### src/hw/hisBuilder_cfg.svh
`ifndef HISBUILDER_CFG_SVH
`define HISBUILDER_CFG_SVH

// rough timestamp code width from the TDC
`define NP 7

// bin index width, 16 bins per histogram
`define NB 4

// low code bits dropped for a coarse bin, 8 codes per bin
`define COARSE_SHIFT (`NP - `NB)

// strobes collected in each pass
`define ACQ_COUNT 16

// count width, must hold ACQ_COUNT so no bin can wrap
`define CNT_W 5

// accepted strobe counter width
`define SAMPLE_CNT_W 5

`endif

### src/hw/hisBuilderPkg.sv
`include "hisBuilder_cfg.svh"

package hisBuilderPkg;

    // raw code as delivered with wrEn
    typedef logic [`NP-1:0] roughCode_t;

    // index into the 16 bin histogram
    typedef logic [`NB-1:0] binIdx_t;

    // hits held in one bin
    typedef logic [`CNT_W-1:0] binCount_t;

    // pass sequencing, acquisition then scan for each histogram
    typedef enum logic [1:0] {
        COARSE_ACQ  = 2'd0,
        COARSE_SCAN = 2'd1,
        FINE_ACQ    = 2'd2,
        FINE_SCAN   = 2'd3
    } hisPhase_t;

    // accepted sample, mapper to memory
    typedef struct packed {
        logic    valid;
        binIdx_t bin;
    } binSample_t;

endpackage

### src/hw/binMapper.sv
`include "hisBuilder_cfg.svh"

module binMapper import hisBuilderPkg::*; (
    input  logic       clk,
    input  logic       reset,
    input  logic       wrEn,
    input  roughCode_t roughData,
    input  hisPhase_t  phase,
    input  roughCode_t windowBase,
    output binSample_t sampleIn
);

    binIdx_t    coarseBin;
    roughCode_t fineOffset;
    logic       inWindow;
    logic       acqPhase;
    logic       fineMode;
    logic       accept;
    binIdx_t    mappedBin;

    // coarse bin is just the upper code bits
    assign coarseBin = roughData[`NP-1:`COARSE_SHIFT];

    // offset into the fine window
    assign fineOffset = roughData - windowBase;

    // below base or 16 and more above it falls outside
    assign inWindow = (roughData >= windowBase) && (fineOffset[`NP-1:`NB] == '0);

    assign acqPhase = (phase == COARSE_ACQ) || (phase == FINE_ACQ);
    assign fineMode = (phase == FINE_ACQ);

    // strobes outside acquisition are ignored
    assign accept = wrEn && acqPhase && (!fineMode || inWindow);

    assign mappedBin = fineMode ? fineOffset[`NB-1:0] : coarseBin;

    // one cycle register stage toward the memory
    always_ff @(posedge clk) begin
        sampleIn.bin <= mappedBin;
        if (reset) begin
            sampleIn.valid <= 1'b0;
        end else begin
            sampleIn.valid <= accept;
        end
    end

endmodule

### src/hw/histogramMemory.sv
`include "hisBuilder_cfg.svh"

module histogramMemory import hisBuilderPkg::*; (
    input  logic       clk,
    input  logic       reset,
    input  binSample_t sampleIn,
    input  logic       scanEn,
    input  binIdx_t    scanAddr,
    output binCount_t  scanCount,
    output binIdx_t    scanBin,
    output logic       scanValid
);

    localparam int NumBins = 1 << `NB;

    binCount_t counts [NumBins];
    logic      sampleHit;
    binCount_t readCount;

    // last sample of a pass can land on the bin being read
    assign sampleHit = sampleIn.valid && (sampleIn.bin == scanAddr);

    // forward that increment into the scanned value
    assign readCount = counts[scanAddr] + binCount_t'(sampleHit);

    // count array
    // a scan read clears its bin, which wins over a forwarded hit
    always_ff @(posedge clk) begin
        if (reset) begin
            for (int i = 0; i < NumBins; i++) begin
                counts[i] <= '0;
            end
        end else begin
            for (int i = 0; i < NumBins; i++) begin
                if (scanEn && (scanAddr == binIdx_t'(i))) begin
                    counts[i] <= '0;
                end else if (sampleIn.valid && (sampleIn.bin == binIdx_t'(i))) begin
                    counts[i] <= counts[i] + 1'b1;
                end
            end
        end
    end

    // scan data, one cycle behind the address
    always_ff @(posedge clk) begin
        scanCount <= readCount;
        scanBin   <= scanAddr;
    end

    // valid flag for the scan data
    always_ff @(posedge clk) begin
        if (reset) begin
            scanValid <= 1'b0;
        end else begin
            scanValid <= scanEn;
        end
    end

endmodule

### src/hw/peakDetector.sv
`include "hisBuilder_cfg.svh"

module peakDetector import hisBuilderPkg::*; (
    input  logic      clk,
    input  logic      reset,
    input  binCount_t scanCount,
    input  binIdx_t   scanBin,
    input  logic      scanValid,
    input  logic      scanLast,
    output binIdx_t   peakBin,
    output logic      peakReady
);

    binCount_t maxCount;
    binIdx_t   maxBin;
    logic      restart;
    logic      takeItem;

    // bin 0 opens every scan, drop what the last scan held
    assign restart = (scanBin == '0);

    // strictly greater only, ties keep the lower bin
    assign takeItem = restart || (scanCount > maxCount);

    always_ff @(posedge clk) begin
        if (reset) begin
            maxCount  <= '0;
            maxBin    <= '0;
            peakReady <= 1'b0;
        end else begin
            // final bin is settled on the same edge
            peakReady <= scanValid && scanLast;
            if (scanValid && takeItem) begin
                maxCount <= scanCount;
                maxBin   <= scanBin;
            end
        end
    end

    // held max is the result once peakReady is up
    assign peakBin = maxBin;

endmodule

### src/hw/hisBuilderFsm.sv
`include "hisBuilder_cfg.svh"

module hisBuilderFsm import hisBuilderPkg::*; (
    input  logic       clk,
    input  logic       reset,
    input  logic       wrEn,
    input  binIdx_t    peakBin,
    input  logic       peakReady,
    output hisPhase_t  phase,
    output logic       ready,
    output logic       hisNum,
    output roughCode_t windowBase,
    output logic       scanEn,
    output binIdx_t    scanAddr,
    output logic       scanLast,
    output logic       chDone,
    output logic       fhDone,
    output binIdx_t    peakCH,
    output binIdx_t    peakFH
);

    localparam logic [`SAMPLE_CNT_W-1:0] LastSample = `SAMPLE_CNT_W'(`ACQ_COUNT - 1);
    localparam binIdx_t LastAddr = '1;

    logic [`SAMPLE_CNT_W-1:0] sampleCnt;
    logic                     lastStrobe;

    // strobes only count in the acquisition phases
    assign ready  = (phase == COARSE_ACQ) || (phase == FINE_ACQ);
    assign hisNum = (phase == FINE_ACQ) || (phase == FINE_SCAN);

    // fine window starts at the first code of the coarse peak bin
    assign windowBase = {peakCH, {`COARSE_SHIFT{1'b0}}};

    assign lastStrobe = ready && wrEn && (sampleCnt == LastSample);

    always_ff @(posedge clk) begin
        if (reset) begin
            phase     <= COARSE_ACQ;
            sampleCnt <= '0;
            scanEn    <= 1'b0;
            scanAddr  <= '0;
            scanLast  <= 1'b0;
            chDone    <= 1'b0;
            fhDone    <= 1'b0;
            peakCH    <= '0;
            peakFH    <= '0;
        end else begin
            chDone <= 1'b0;
            fhDone <= 1'b0;

            // lines up with the memory output for the last bin
            scanLast <= scanEn && (scanAddr == LastAddr);

            // 16 consecutive scan addresses
            if (scanEn) begin
                scanAddr <= scanAddr + 1'b1;
                if (scanAddr == LastAddr) begin
                    scanEn <= 1'b0;
                end
            end

            case (phase)
                COARSE_ACQ, FINE_ACQ: begin
                    if (lastStrobe) begin
                        sampleCnt <= '0;
                        scanEn    <= 1'b1;
                        scanAddr  <= '0;
                        phase     <= (phase == COARSE_ACQ) ? COARSE_SCAN : FINE_SCAN;
                    end else if (wrEn) begin
                        sampleCnt <= sampleCnt + 1'b1;
                    end
                end
                COARSE_SCAN: begin
                    // coarse peak also sets the fine window
                    if (peakReady) begin
                        peakCH <= peakBin;
                        chDone <= 1'b1;
                        phase  <= FINE_ACQ;
                    end
                end
                FINE_SCAN: begin
                    if (peakReady) begin
                        peakFH <= peakBin;
                        fhDone <= 1'b1;
                        phase  <= COARSE_ACQ;
                    end
                end
                default: phase <= COARSE_ACQ;
            endcase
        end
    end

endmodule

### src/hw/hisBuilder.sv
`include "hisBuilder_cfg.svh"

module hisBuilder import hisBuilderPkg::*; (
    input  logic       clk,
    input  logic       reset,
    input  logic       wrEn,
    input  roughCode_t roughData,
    output logic       ready,
    output logic       hisNum,
    output logic       chDone,
    output binIdx_t    peakCH,
    output logic       fhDone,
    output binIdx_t    peakFH
);

    binSample_t sampleIn;
    roughCode_t windowBase;
    hisPhase_t  phase;
    logic       scanEn;
    binIdx_t    scanAddr;
    logic       scanLast;
    binCount_t  scanCount;
    binIdx_t    scanBin;
    logic       scanValid;
    binIdx_t    peakBin;
    logic       peakReady;

    // producer, code to bin
    binMapper mapper (
        .clk        (clk),
        .reset      (reset),
        .wrEn       (wrEn),
        .roughData  (roughData),
        .phase      (phase),
        .windowBase (windowBase),
        .sampleIn   (sampleIn)
    );

    // buffer, bin counts
    histogramMemory memory (
        .clk       (clk),
        .reset     (reset),
        .sampleIn  (sampleIn),
        .scanEn    (scanEn),
        .scanAddr  (scanAddr),
        .scanCount (scanCount),
        .scanBin   (scanBin),
        .scanValid (scanValid)
    );

    // consumer, max search
    peakDetector detector (
        .clk       (clk),
        .reset     (reset),
        .scanCount (scanCount),
        .scanBin   (scanBin),
        .scanValid (scanValid),
        .scanLast  (scanLast),
        .peakBin   (peakBin),
        .peakReady (peakReady)
    );

    hisBuilderFsm fsm (
        .clk        (clk),
        .reset      (reset),
        .wrEn       (wrEn),
        .peakBin    (peakBin),
        .peakReady  (peakReady),
        .phase      (phase),
        .ready      (ready),
        .hisNum     (hisNum),
        .windowBase (windowBase),
        .scanEn     (scanEn),
        .scanAddr   (scanAddr),
        .scanLast   (scanLast),
        .chDone     (chDone),
        .fhDone     (fhDone),
        .peakCH     (peakCH),
        .peakFH     (peakFH)
    );

endmodule

### config.mk
export PLATFORM = sky130hd
export DESIGN_NAME = hisBuilder
export DESIGN_NICKNAME = d
export VERILOG_FILES = /design/src/hw/hisBuilderPkg.sv /design/src/hw/binMapper.sv /design/src/hw/histogramMemory.sv /design/src/hw/peakDetector.sv /design/src/hw/hisBuilderFsm.sv /design/src/hw/hisBuilder.sv
export VERILOG_INCLUDE_DIRS = /design/src /design/src/hw
export SDC_FILE = /design/constraint.sdc
export NUM_CORES = 1
export LEC_CHECK = 0
export BUFFER_PORTS_ARGS = -buffer_cell sky130_fd_sc_hd__buf_4
export CAP_MARGIN = 15
export CORE_ASPECT_RATIO = 0.5
export CORE_MARGIN = 1.5
export CORE_UTILIZATION = 36
export CTS_BUF_LIST = sky130_fd_sc_hd__clkbuf_4 sky130_fd_sc_hd__clkbuf_8 sky130_fd_sc_hd__clkbuf_16
export DETAILED_ROUTE_END_ITERATION = 10
export RECOVER_POWER = 25
export SYNTH_ARGS = -nofsm -noshare
export SYNTH_HDL_FRONTEND = slang
export SYNTH_SLANG_ARGS = --single-unit
export TNS_END_PERCENT = 50
### constraint.sdc
create_clock -name clk -period 2.8 [get_ports clk]
set_clock_uncertainty 0.1 [all_clocks]
set_input_delay 0.56 -clock clk [delete_from_list [all_inputs] [get_ports clk]]
set_output_delay 0.56 -clock clk [all_outputs]
set_load 0.02 [all_outputs]
==> results.yml, run 1 <==
floorplan:
  chipWidth_um: 197
  dieArea_um2: 19700
  core_area_um2: 18400
  placementRows: 35
  top_level_ports: 22
  start_util: 0.368
  dieHeight_um: 100
global_route:
  grt_residual_overflow: 0
  grt_first_pass_wirelength_um: 24500
  grt_pass1_vias: 4565
  groute.usage.overall: 0.161
  grt_start_max_net_pins: 32
  antenna_found_initial: 0
power_and_ir_drop:
  combinationalPowerShare: 0.068
  p_int_mw: 3.60
  power_frac_clock: 0.469
  power.switching_mw: 1.08
  cellLeakagePower_nw: 2.86
  switching_share: 0.231
  portion_of_total_power_attributed_to_sequential_cells: 0.463
  powerDensity_nw_per_um2: 605
  power.total_mw: 4.68
  vdd.ir_drop.worst_v: 0.000410
setup_path:
  largest_incremental_delay_on_the_critical_path_ns: 0.58
  cp-start-kind: "register"
  worst_path_dominant_cell_family: "multiplexers"
  crit_path_end_kind: "register"
  cp_cell_sequence: "buf_4, clkbuf_1, mux4_2, mux4_2, xnor2_1"
  cpMostUsedCell: "sky130_fd_sc_hd__mux4_2"
  worst_ep_required_time_ns: 3.00
  cp.arrival_ns: 2.75
  cpMaxStageDelayCell: "sky130_fd_sc_hd__mux4_2"
  timing_worst_setup_path_type: "reg2reg"
  critPathBufInv: 2
  cp_max_fo: 19
logic_synthesis:
  combinational_family_with_the_most_area_after_synthesis: "simple AND/OR/NAND/NOR gates"
  syn-cell-area_um2: 6790
  ys_async_sr_fraction: 0
  syn_inst: 631
  syn-mean-instance-area_um2: 10.8
  count_of_yosys_warnings_during_synthesis: 0
  synth_edf_count: 80
  post_synth_mux_area_share: 0.0870
  seq_total_area_yosys: 0.495
  ys_seq_elements: 128
  xor_xnor_fraction_of_synth_area: 0.0787
  yosys.area_share.adder: 0.0711
  synth-main-ff-cell: "sky130_fd_sc_hd__edfxtp_1"
  post_syn_nets: 679
  synthesized_area_fraction_occupied_by_ao_oa_aoi_and_oai_cells: 0.0593
  post_synth_num_cell_types: 52
  fraction_of_the_mapped_netlist_area_in_simple_logic_gates: 0.174
cts:
  cts-buffers-inserted: 17
  cts.sink_count: 128
  cts.path.max_buffers: 2
  postCtsSetupBuffers: 0
  cts_root_buf: "sky130_fd_sc_hd__clkbuf_16"
  cts-hold-fix-buffers: 0
  clk_transition_reported_paths_ns: 0.06
  worst_skew_pair.late_latency_ns: 0.42
  postCtsResizedCells: 0
  htree_levels: 4
  cts_tree: "done"
run:
  max_cap_viol_count: 0
sta:
  tightestPinTransition_ns: 0.826
  report.final.hold_viol_count: 0
  period_share: 0.909
  fin_crit_ns: 2.55
  setup_ws_ns: 0.255
  max_freq_mhz: 393
  rsz0062_at_grt: "no"
  final_max_slew_viol_count: 0
  hold-worst-slack_ns: 0.255
  tns_ns: 0
  slew_headroom: 0.449
  report.final.setup_viol: 0
detailed_routing:
  avgViaCountPerCell: 5.14
  drc_errors: 0
  dr.pass1.iters: 5
  via_count: 4760
  drt_wl_total_um: 15100
  drt-wirelength-per-cell_um: 16.3
  final_antenna_net_count: 0
  dr.first_iter.drc_count: 407
cells_and_area:
  final_nets: 702
  n_fill_cell: 1772
  final_cell_count_no_fill: 926
  footprint_of_the_multi_input_gates_um2: 3190
  drive_above_1_share: 0.100
  number_of_antenna_cells_inserted: 0
  layout_overhead_on_the_synthesized_area_pct: 14.1
  final_core_util: 0.420
  postLayoutCellArea_um2: 7750
  ff_latch_area_um2: 3360
placed_design:
  place.detailed.hpwl_um: 11300
  post-place-cells: 894
  numPortBuffers: 21
  gp_congestion: 0.856
  place_ws_ns: 0.375
  dpl-instance-area_um2: 7200
run_status:
  outcome: "finished clean"
hold_path:
  min_path_type: "in2reg"
[power by group through the flow]
| stage | Sequential, mW | Clock [mW] | Combinational (mW) |
|---|---|---|---|
| floorplan | 2.16 | 0 | 0.245 |
| global placement | 2.20 | 0 | 0.311 |
| detailed placement | 2.20 | 0 | 0.316 |
| CTS | 2.17 | 2.24 | 0.319 |
| global route | 2.18 | 2.31 | 0.357 |
| finish | 2.17 | 2.20 | 0.318 |
[worst min-delay path: stages]
cell,delay [ns]
sky130_fd_sc_hd__buf_4,0.08
sky130_fd_sc_hd__nand2_1,0.04
sky130_fd_sc_hd__o21ai_0,0.06
[synth_stat cells (3+ instances only)]
master / instances / area share
sky130_fd_sc_hd__nor2_1: 104 / 0.057
sky130_fd_sc_hd__edfxtp_1: 80 / 0.35
sky130_fd_sc_hd__nand2_1: 54 / 0.030
sky130_fd_sc_hd__nand3_1: 52 / 0.038
sky130_fd_sc_hd__dfxtp_1: 48 / 0.14
sky130_fd_sc_hd__xor2_1: 39 / 0.050
sky130_fd_sc_hd__ha_1: 37 / 0.068
sky130_fd_sc_hd__inv_1: 26 / 0.014
sky130_fd_sc_hd__xnor2_1: 22 / 0.028
sky130_fd_sc_hd__a21oi_1: 18 / 0.013
sky130_fd_sc_hd__o21ai_0: 15 / 0.011
sky130_fd_sc_hd__and3_1: 14 / 0.013
sky130_fd_sc_hd__mux4_2: 14 / 0.046
sky130_fd_sc_hd__buf_2: 9 / 0.0066
sky130_fd_sc_hd__clkbuf_1: 9 / 0.0050
sky130_fd_sc_hd__mux2i_1: 8 / 0.012
sky130_fd_sc_hd__nor2b_1: 8 / 0.0074
sky130_fd_sc_hd__mux4_1: 7 / 0.027
sky130_fd_sc_hd__nand4_1: 7 / 0.0064
sky130_fd_sc_hd__o2111ai_1: 6 / 0.0077
sky130_fd_sc_hd__o31ai_1: 4 / 0.0044
sky130_fd_sc_hd__or3_1: 4 / 0.0037
sky130_fd_sc_hd__buf_1: 3 / 0.0017
sky130_fd_sc_hd__buf_4: 3 / 0.0033
sky130_fd_sc_hd__nand2b_1: 3 / 0.0028
sky130_fd_sc_hd__o211ai_1: 3 / 0.0033
[worst paths after layout]
check,slack (ns),cells after the start,to,start
min,0.26,3,mapper.sampleIn[0],roughData[0]
max reg2reg,0.25,5,memory.scanCount[4],fsm.scanAddr[0]
max,0.25,5,memory.scanCount[4],fsm.scanAddr[0]
min reg2reg,0.35,2,fsm.peakFH[3],fsm.peakFH[3]
[layout by cell type, fill, tap and decap left out, types with 3 or more instances in the layout]
cell type	instances
sky130_fd_sc_hd__dfxtp_1	48
sky130_fd_sc_hd__nand4_1	7
sky130_fd_sc_hd__nand3_1	52
sky130_fd_sc_hd__or3_1	4
sky130_fd_sc_hd__clkbuf_4	3
sky130_fd_sc_hd__clkbuf_1	15
sky130_fd_sc_hd__nor2b_1	8
sky130_fd_sc_hd__mux4_1	7
sky130_fd_sc_hd__o31ai_1	4
sky130_fd_sc_hd__xnor2_1	22
sky130_fd_sc_hd__clkinv_2	4
sky130_fd_sc_hd__o2111ai_1	6
sky130_fd_sc_hd__inv_1	26
sky130_fd_sc_hd__edfxtp_1	80
sky130_fd_sc_hd__clkbuf_16	21
sky130_fd_sc_hd__nand2_1	54
sky130_fd_sc_hd__mux2i_1	8
sky130_fd_sc_hd__and3_1	14
sky130_fd_sc_hd__o21ai_0	15
sky130_fd_sc_hd__xor2_1	39
sky130_fd_sc_hd__nor2_1	104
sky130_fd_sc_hd__a21oi_1	18
sky130_fd_sc_hd__o211ai_1	3
sky130_fd_sc_hd__ha_1	37
sky130_fd_sc_hd__mux4_2	14
sky130_fd_sc_hd__buf_4	15
sky130_fd_sc_hd__nand2b_1	3
[registers in the layout, summed over array words and instances, names as in the netlist, 2 cells and up]
name / flops
fsm.sampleCnt: 5
memory.scanCount: 5
fsm.phase: 2
memory.scanBin: 4
mapper.sampleIn: 5
fsm.peakCH: 4
detector.peakBin: 4
memory.counts: 80
detector.maxCount: 5
fsm.scanAddr: 4
fsm.peakFH: 4
[area by class of cell]
class,instances,share of cell area
sequential,128,0.434
multi-input combinational,451,0.412
clock buffer,25,0.0725
tap,259,0.0418
timing repair buffer,30,0.0218
inverter,26,0.0126
clock inverter,7,0.00533
[kinds of logic after synthesis]
family / Yosys count
AO/OA/AOI/OAI: 61
XOR/XNOR: 61
adder cells (fa/ha/maj): 38
buffers and inverters: 52
flip-flops: 128
multiplexers: 30
AND/OR/NAND/NOR: 261
[layer usage]
layer / global-route usage / part of all wire
met4: 0.0622 / 0.011
met3: 0.0255 / 0.044
met5: 0 / 0
met2: 0.253 / 0.45
met1: 0.223 / 0.49
No activity file was read; power rests on OpenSTA's default activity.
==> run 2: changes to the inputs <==
--- a/config.mk
+++ b/config.mk
@@ -10,7 +10,7 @@
 export CAP_MARGIN = 15
 export CORE_ASPECT_RATIO = 0.5
 export CORE_MARGIN = 1.5
-export CORE_UTILIZATION = 36
+export CORE_UTILIZATION = 48
 export CTS_BUF_LIST = sky130_fd_sc_hd__clkbuf_4 sky130_fd_sc_hd__clkbuf_8 sky130_fd_sc_hd__clkbuf_16
 export DETAILED_ROUTE_END_ITERATION = 10
 export RECOVER_POWER = 25
==> run 2 against run 1 <==
Global-route usage rose by 5.9 points. Flip-flop and latch count did not move. Register-to-register slack improved by 0.07 ns. Utilization rose by 14 points. Combinational power barely moved. First-iteration DRC count rose by 14%. Fmax rose by 2.8%. Critical endpoint unchanged.
==> results.yml, run 2 (synthesis results as in run 1) <==
cells_and_area:
  postLayoutCellArea_um2: 7670
  most_common_cell_after_layout_fill_and_taps_aside: "sky130_fd_sc_hd__nor2_1"
  final_nets: 707
  drive_above_1_share: 0.106
  final_core_util: 0.561
  largest_register_ffs: 80
  final_cell_mix: "sky130_fd_sc_hd__nor2_1, sky130_fd_sc_hd__edfxtp_1, sky130_fd_sc_hd__nand2_1, sky130_fd_sc_hd__nand3_1, sky130_fd_sc_hd__dfxtp_1"
  layout_overhead_on_the_synthesized_area_pct: 12.9
  final_cell_count_no_fill: 864
  number_of_antenna_cells_inserted: 0
  registers.top_by_ff_count: "memory.counts"
placed_design:
  dpl-instance-area_um2: 7170
  numPortBuffers: 21
  gp_congestion: 0.872
  place.detailed.hpwl_um: 11200
  post-place-cells: 832
floorplan:
  core_area_um2: 13700
  chipWidth_um: 171
  dieHeight_um: 87.1
  top_level_ports: 22
  placementRows: 30
  dieArea_um2: 14900
  start_util: 0.497
sta:
  final_max_slew_viol_count: 0
  tns_ns: 0
  period_share: 0.884
  fin_crit_ns: 2.48
  slew_headroom: 0.361
  report.final.setup_viol: 0
  report.final.hold_viol_count: 0
  tightestPinTransition_ns: 0.959
  rsz0062_at_grt: "no"
  max_freq_mhz: 404
detailed_routing:
  dr.pass1.iters: 5
  final_antenna_net_count: 0
  met2_length_um: 6650
  detailroute.wirelength.met3_um: 1090
  dr.first_iter.drc_count: 463
  highest_layer: "met4"
  post_route_met1_wirelength_um: 7390
  drt_wl_total_um: 15200
  via_count: 4818
  drc_errors: 0
  avgViaCountPerCell: 5.58
  drt-wirelength-per-cell_um: 17.6
setup_path:
  worst_ep_required_time_ns: 3.05
  cpMaxStageDelayCell: "sky130_fd_sc_hd__dfxtp_1"
  worst_path_dominant_cell_family: "multiplexers"
  timing_worst_setup_path_type: "reg2reg"
  cp.arrival_ns: 2.73
  cp_cell_sequence: "buf_4, mux4_1, mux4_2, ha_1, ha_1, o2111ai_1, xnor2_1"
  cp_max_fo: 14
  critPathBufInv: 1
  cpMostUsedCell: "sky130_fd_sc_hd__ha_1"
  worst-r2r-cell-count: 7
  crit_path_end_kind: "register"
  cp-start-kind: "register"
  timing.rr.start: "fsm.scanAddr[1]"
  capture_point_of_the_worst_reg_to_reg_path: "memory.scanCount[4]"
  largest_incremental_delay_on_the_critical_path_ns: 0.50
  regToRegSetupSlack_ns: 0.32
cts:
  htree_levels: 4
  postCtsSetupBuffers: 0
  cts_tree: "done"
  cts-buffers-inserted: 17
  clk_transition_reported_paths_ns: 0.06
  cts-hold-fix-buffers: 0
  postCtsResizedCells: 0
  cts.path.max_buffers: 2
  worst_skew_pair.late_latency_ns: 0.42
  cts.sink_count: 128
  cts_root_buf: "sky130_fd_sc_hd__clkbuf_16"
global_route:
  grt_start_max_net_pins: 28
  grt_first_pass_wirelength_um: 24100
  grt_pass1_vias: 4459
  grt_residual_overflow: 0
  antenna_found_initial: 0
  groute.usage.overall: 0.220
run:
  max_cap_viol_count: 0
hold_path:
  min_path_type: "in2reg"
  depth_of_the_worst_hold_timing_path: 3
  min_delay_worst_endpoint: "mapper.sampleIn[0]"
  hold_start: "roughData[0]"
power_and_ir_drop:
  vdd.ir_drop.worst_v: 0.000382
  power.total_mw: 4.59
  powerDensity_nw_per_um2: 599
  cellLeakagePower_nw: 2.85
run_status:
  outcome: "finished clean"
## run 2: changes by cell type in the layout (fill, tap and decap cells not counted), moves of 2 or more
cell,previous run,this run
sky130_fd_sc_hd__inv_6,0,8
sky130_fd_sc_hd__clkbuf_16,21,17
sky130_fd_sc_hd__clkinv_2,4,0
sky130_fd_sc_hd__buf_4,15,18
sky130_fd_sc_hd__clkbuf_4,3,0
sky130_fd_sc_hd__inv_8,0,2
## run 2: routing by layer
layer,GRT usage,vias up
li1,-,2312
met1,0.323,2335
met2,0.325,159
met3,0.0577,12
met4,0.0518,0
met5,0,-
## run 2: cell type report
type	count	area, um^2
Fill cell	1223	5990
Sequential cell	128	3360
Multi-Input combinational cell	451	3190
Clock buffer	17	425
Tap cell	192	240
Timing Repair Buffer	35	215
Clock inverter	15	135
Inverter	26	97.6
## run 2: worst register-to-register path: cells and delay by family, from the launching register on
| family | cells | cell delay [ns] |
|---|---|---|
| buffers and inverters | 1 | 0.29 |
| AO/OA/AOI/OAI | 1 | 0.12 |
| flip-flops | 1 | 0.50 |
| multiplexers | 2 | 0.85 |
| XOR/XNOR | 1 | 0.14 |
| adder cells (fa/ha/maj) | 2 | 0.42 |
## run 2: how the worst max path moves through the flow
stage	cells after the start	from	slack, ns	to
6_report	7	fsm.scanAddr[1]	0.32	memory.scanCount[4]
2_1_floorplan	8	fsm.scanAddr[1]	0.37	memory.scanCount[4]
3_5_place_dp	7	fsm.scanAddr[1]	0.34	memory.scanCount[4]
4_1_cts	7	fsm.scanAddr[1]	0.34	memory.scanCount[4]
5_1_grt	7	fsm.scanAddr[1]	0.17	memory.scanCount[4]
3_3_place_gp	7	fsm.scanAddr[1]	0.36	memory.scanCount[4]
## run 2: stage by stage
| stage | worst slack, ns | hold slack (ns) |
|---|---|---|
| 6_report | 0.324 | 0.268 |
| 3_5_place_dp | 0.341 | 0.351 |
| 4_1_cts | 0.337 | 0.252 |
| 3_3_place_gp | 0.361 | 0.346 |
| 2_1_floorplan | 0.367 | 0.226 |
| 5_1_grt | 0.165 | 0.260 |
## run 2: power breakdown
group	internal, mW	switching [mW]
Sequential	2.08	0.0886
Clock	1.17	0.935
Combinational	0.132	0.189
==> run 3: changes to the inputs <==
--- a/config.mk
+++ b/config.mk
@@ -13,6 +13,7 @@
 export CORE_UTILIZATION = 48
 export CTS_BUF_LIST = sky130_fd_sc_hd__clkbuf_4 sky130_fd_sc_hd__clkbuf_8 sky130_fd_sc_hd__clkbuf_16
 export DETAILED_ROUTE_END_ITERATION = 10
+export GPL_TIMING_DRIVEN = 0
 export RECOVER_POWER = 25
 export SYNTH_ARGS = -nofsm -noshare
 export SYNTH_HDL_FRONTEND = slang
==> run 3 against run 2 <==
Final area is 1.1% higher. Fmax is 7.3% lower. Sequential share of layout area decreased by 0.43 points. Utilization is 0.60 points higher. Hold slack worse by 0.029 ns. Clock power increased by 5%. Global-route usage grew 0.41 points. Combinational power up 5%. Register-to-register slack lost 0.19 ns. Cell count increased by 1.5%. Critical path type unchanged. Largest cell class unchanged.
==> results.yml, run 3 (synthesis results as in run 1) <==
cts:
  clk_transition_reported_paths_ns: 0.06
  cts_root_buf: "sky130_fd_sc_hd__clkbuf_16"
  cts_tree: "done"
  postCtsSetupBuffers: 0
  cts.path.max_buffers: 2
  htree_levels: 4
  worst_skew_pair.late_latency_ns: 0.42
  cts-buffers-inserted: 17
  cts.sink_count: 128
hold_path:
  min_path_type: "reg2reg"
global_route:
  groute.usage.overall: 0.224
  grt_start_max_net_pins: 17
  grt_pass1_vias: 4556
  grt_residual_overflow: 0
  antenna_found_initial: 0
  grt_first_pass_wirelength_um: 24500
sta:
  tightestPinTransition_ns: 0.775
  fin_crit_ns: 2.67
  slew_headroom: 0.477
  rsz0062_at_grt: "no"
  report.final.setup_viol: 0
  report.final.hold_viol_count: 0
  hold-worst-slack_ns: 0.239
  setup_ws_ns: 0.130
  period_share: 0.954
  final_max_slew_viol_count: 0
  max_freq_mhz: 375
detailed_routing:
  final_antenna_net_count: 0
  drt_wl_total_um: 15500
  detailroute.wirelength.met3_um: 1090
  dr.first_iter.drc_count: 356
  post_route_met1_wirelength_um: 7520
  highest_layer: "met4"
  drt-wirelength-per-cell_um: 17.6
  drc_errors: 0
  via_count: 4886
  avgViaCountPerCell: 5.57
  dr.pass1.iters: 5
  met2_length_um: 6670
power_and_ir_drop:
  power.total_mw: 4.71
  powerDensity_nw_per_um2: 608
  cellLeakagePower_nw: 2.90
  vdd.ir_drop.worst_v: 0.000385
floorplan:
  start_util: 0.497
  chipWidth_um: 171
  core_area_um2: 13700
  dieArea_um2: 14900
  top_level_ports: 22
  placementRows: 30
  dieHeight_um: 87.1
cells_and_area:
  drive_above_1_share: 0.112
  registers.top_by_ff_count: "memory.counts"
  final_cell_mix: "sky130_fd_sc_hd__nor2_1, sky130_fd_sc_hd__edfxtp_1, sky130_fd_sc_hd__nand2_1, sky130_fd_sc_hd__nand3_1, sky130_fd_sc_hd__dfxtp_1"
  n_fill_cell: 1236
  most_common_cell_after_layout_fill_and_taps_aside: "sky130_fd_sc_hd__nor2_1"
  postLayoutCellArea_um2: 7750
  number_of_antenna_cells_inserted: 0
  largest_register_ffs: 80
  layout_overhead_on_the_synthesized_area_pct: 14.1
  final_nets: 720
run:
  max_cap_viol_count: 0
placed_design:
  gp_congestion: 0.826
  numPortBuffers: 21
  place_ws_ns: -0.0100
  dpl-instance-area_um2: 7190
  place.detailed.hpwl_um: 11600
run_status:
  outcome: "finished clean"
setup_path:
  cp.arrival_ns: 2.90
  cpMaxStageDelayCell: "sky130_fd_sc_hd__mux4_2"
  cp_cell_sequence: "buf_6, buf_8, mux4_2, mux4_2, ha_1, ha_1, o2111ai_1, xnor2_1"
  cp-start-kind: "register"
  crit_path_end_kind: "register"
  cp_max_fo: 10
  worst_ep_required_time_ns: 3.03
  timing_worst_setup_path_type: "reg2reg"
  largest_incremental_delay_on_the_critical_path_ns: 0.55
==> run 3: cell count changes in the layout (fill, tap and decap cells not counted), sizes merged <==
cell      delta
buf          +5
bufinv       +1
clkbuf       +9
clkinv       +1
clkinvlp     -1
inv          -2
==> run 3: through the flow <==
stage / util / cells / TNS [ns]
after floorplan: - / 631 / 0
after global placement: 0.526 / 844 / 0
after detailed placement: 0.526 / 845 / -0.0100
after CTS: 0.570 / 877 / 0
after global routing: 0.567 / 877 / 0
final: 0.567 / 877 / 0
==> run 3: timing repair <==
| action | CTS | global route |
|---|---|---|
| endpoints found under the setup margin | 1 | 1 |
| gates resized for setup | 2 | 5 |
| hold buffers | 0 | 0 |
==> run 3: worst paths after layout <==
check	startpoint	slack [ns]	end	depth (start not counted)
worst min-delay path	fsm.scanAddr[2]	0.24	memory.scanBin[2]	0
worst max-delay path	fsm.scanAddr[0]	0.13	memory.scanCount[4]	8
worst max register to register	fsm.scanAddr[0]	0.13	memory.scanCount[4]	8
worst min register to register	fsm.scanAddr[2]	0.24	memory.scanBin[2]	0
==> run 3: worst max-delay path: cells and delay by family (launching register included) <==
family / cells / cell delay, ns
adders and majority gates: 2 / 0.43
xor gates and xnor gates: 1 / 0.16
buffers and inverters: 2 / 0.36
AOI/OAI and AO/OA: 1 / 0.11
muxes: 2 / 1.03
DFF: 1 / 0.38
==> run 3: routing by layer <==
metal / track usage / vias to the layer above
met5: 0 / -
met4: 0.0694 / 0
met3: 0.0682 / 16
met2: 0.335 / 152
met1: 0.315 / 2375
li1: - / 2343
==> run 3: cell type report <==
class                   instances  area [um^2]  area share
flip-flops and latches        128         3370       0.434
multi-input cells             451         3190       0.411
clock buffers                  18          450      0.0581
well taps                     192          240      0.0310
plain buffers                  26          150      0.0194
clock inverters                14          139      0.0179
repair buffers                 22          120      0.0155
inverters                      26         97.6      0.0126
==> run 3: power by group <==
group	switching, mW	internal (mW)
clock network	0.917	1.30
registers	0.0759	2.08
logic	0.204	0.134
total	1.20	3.51
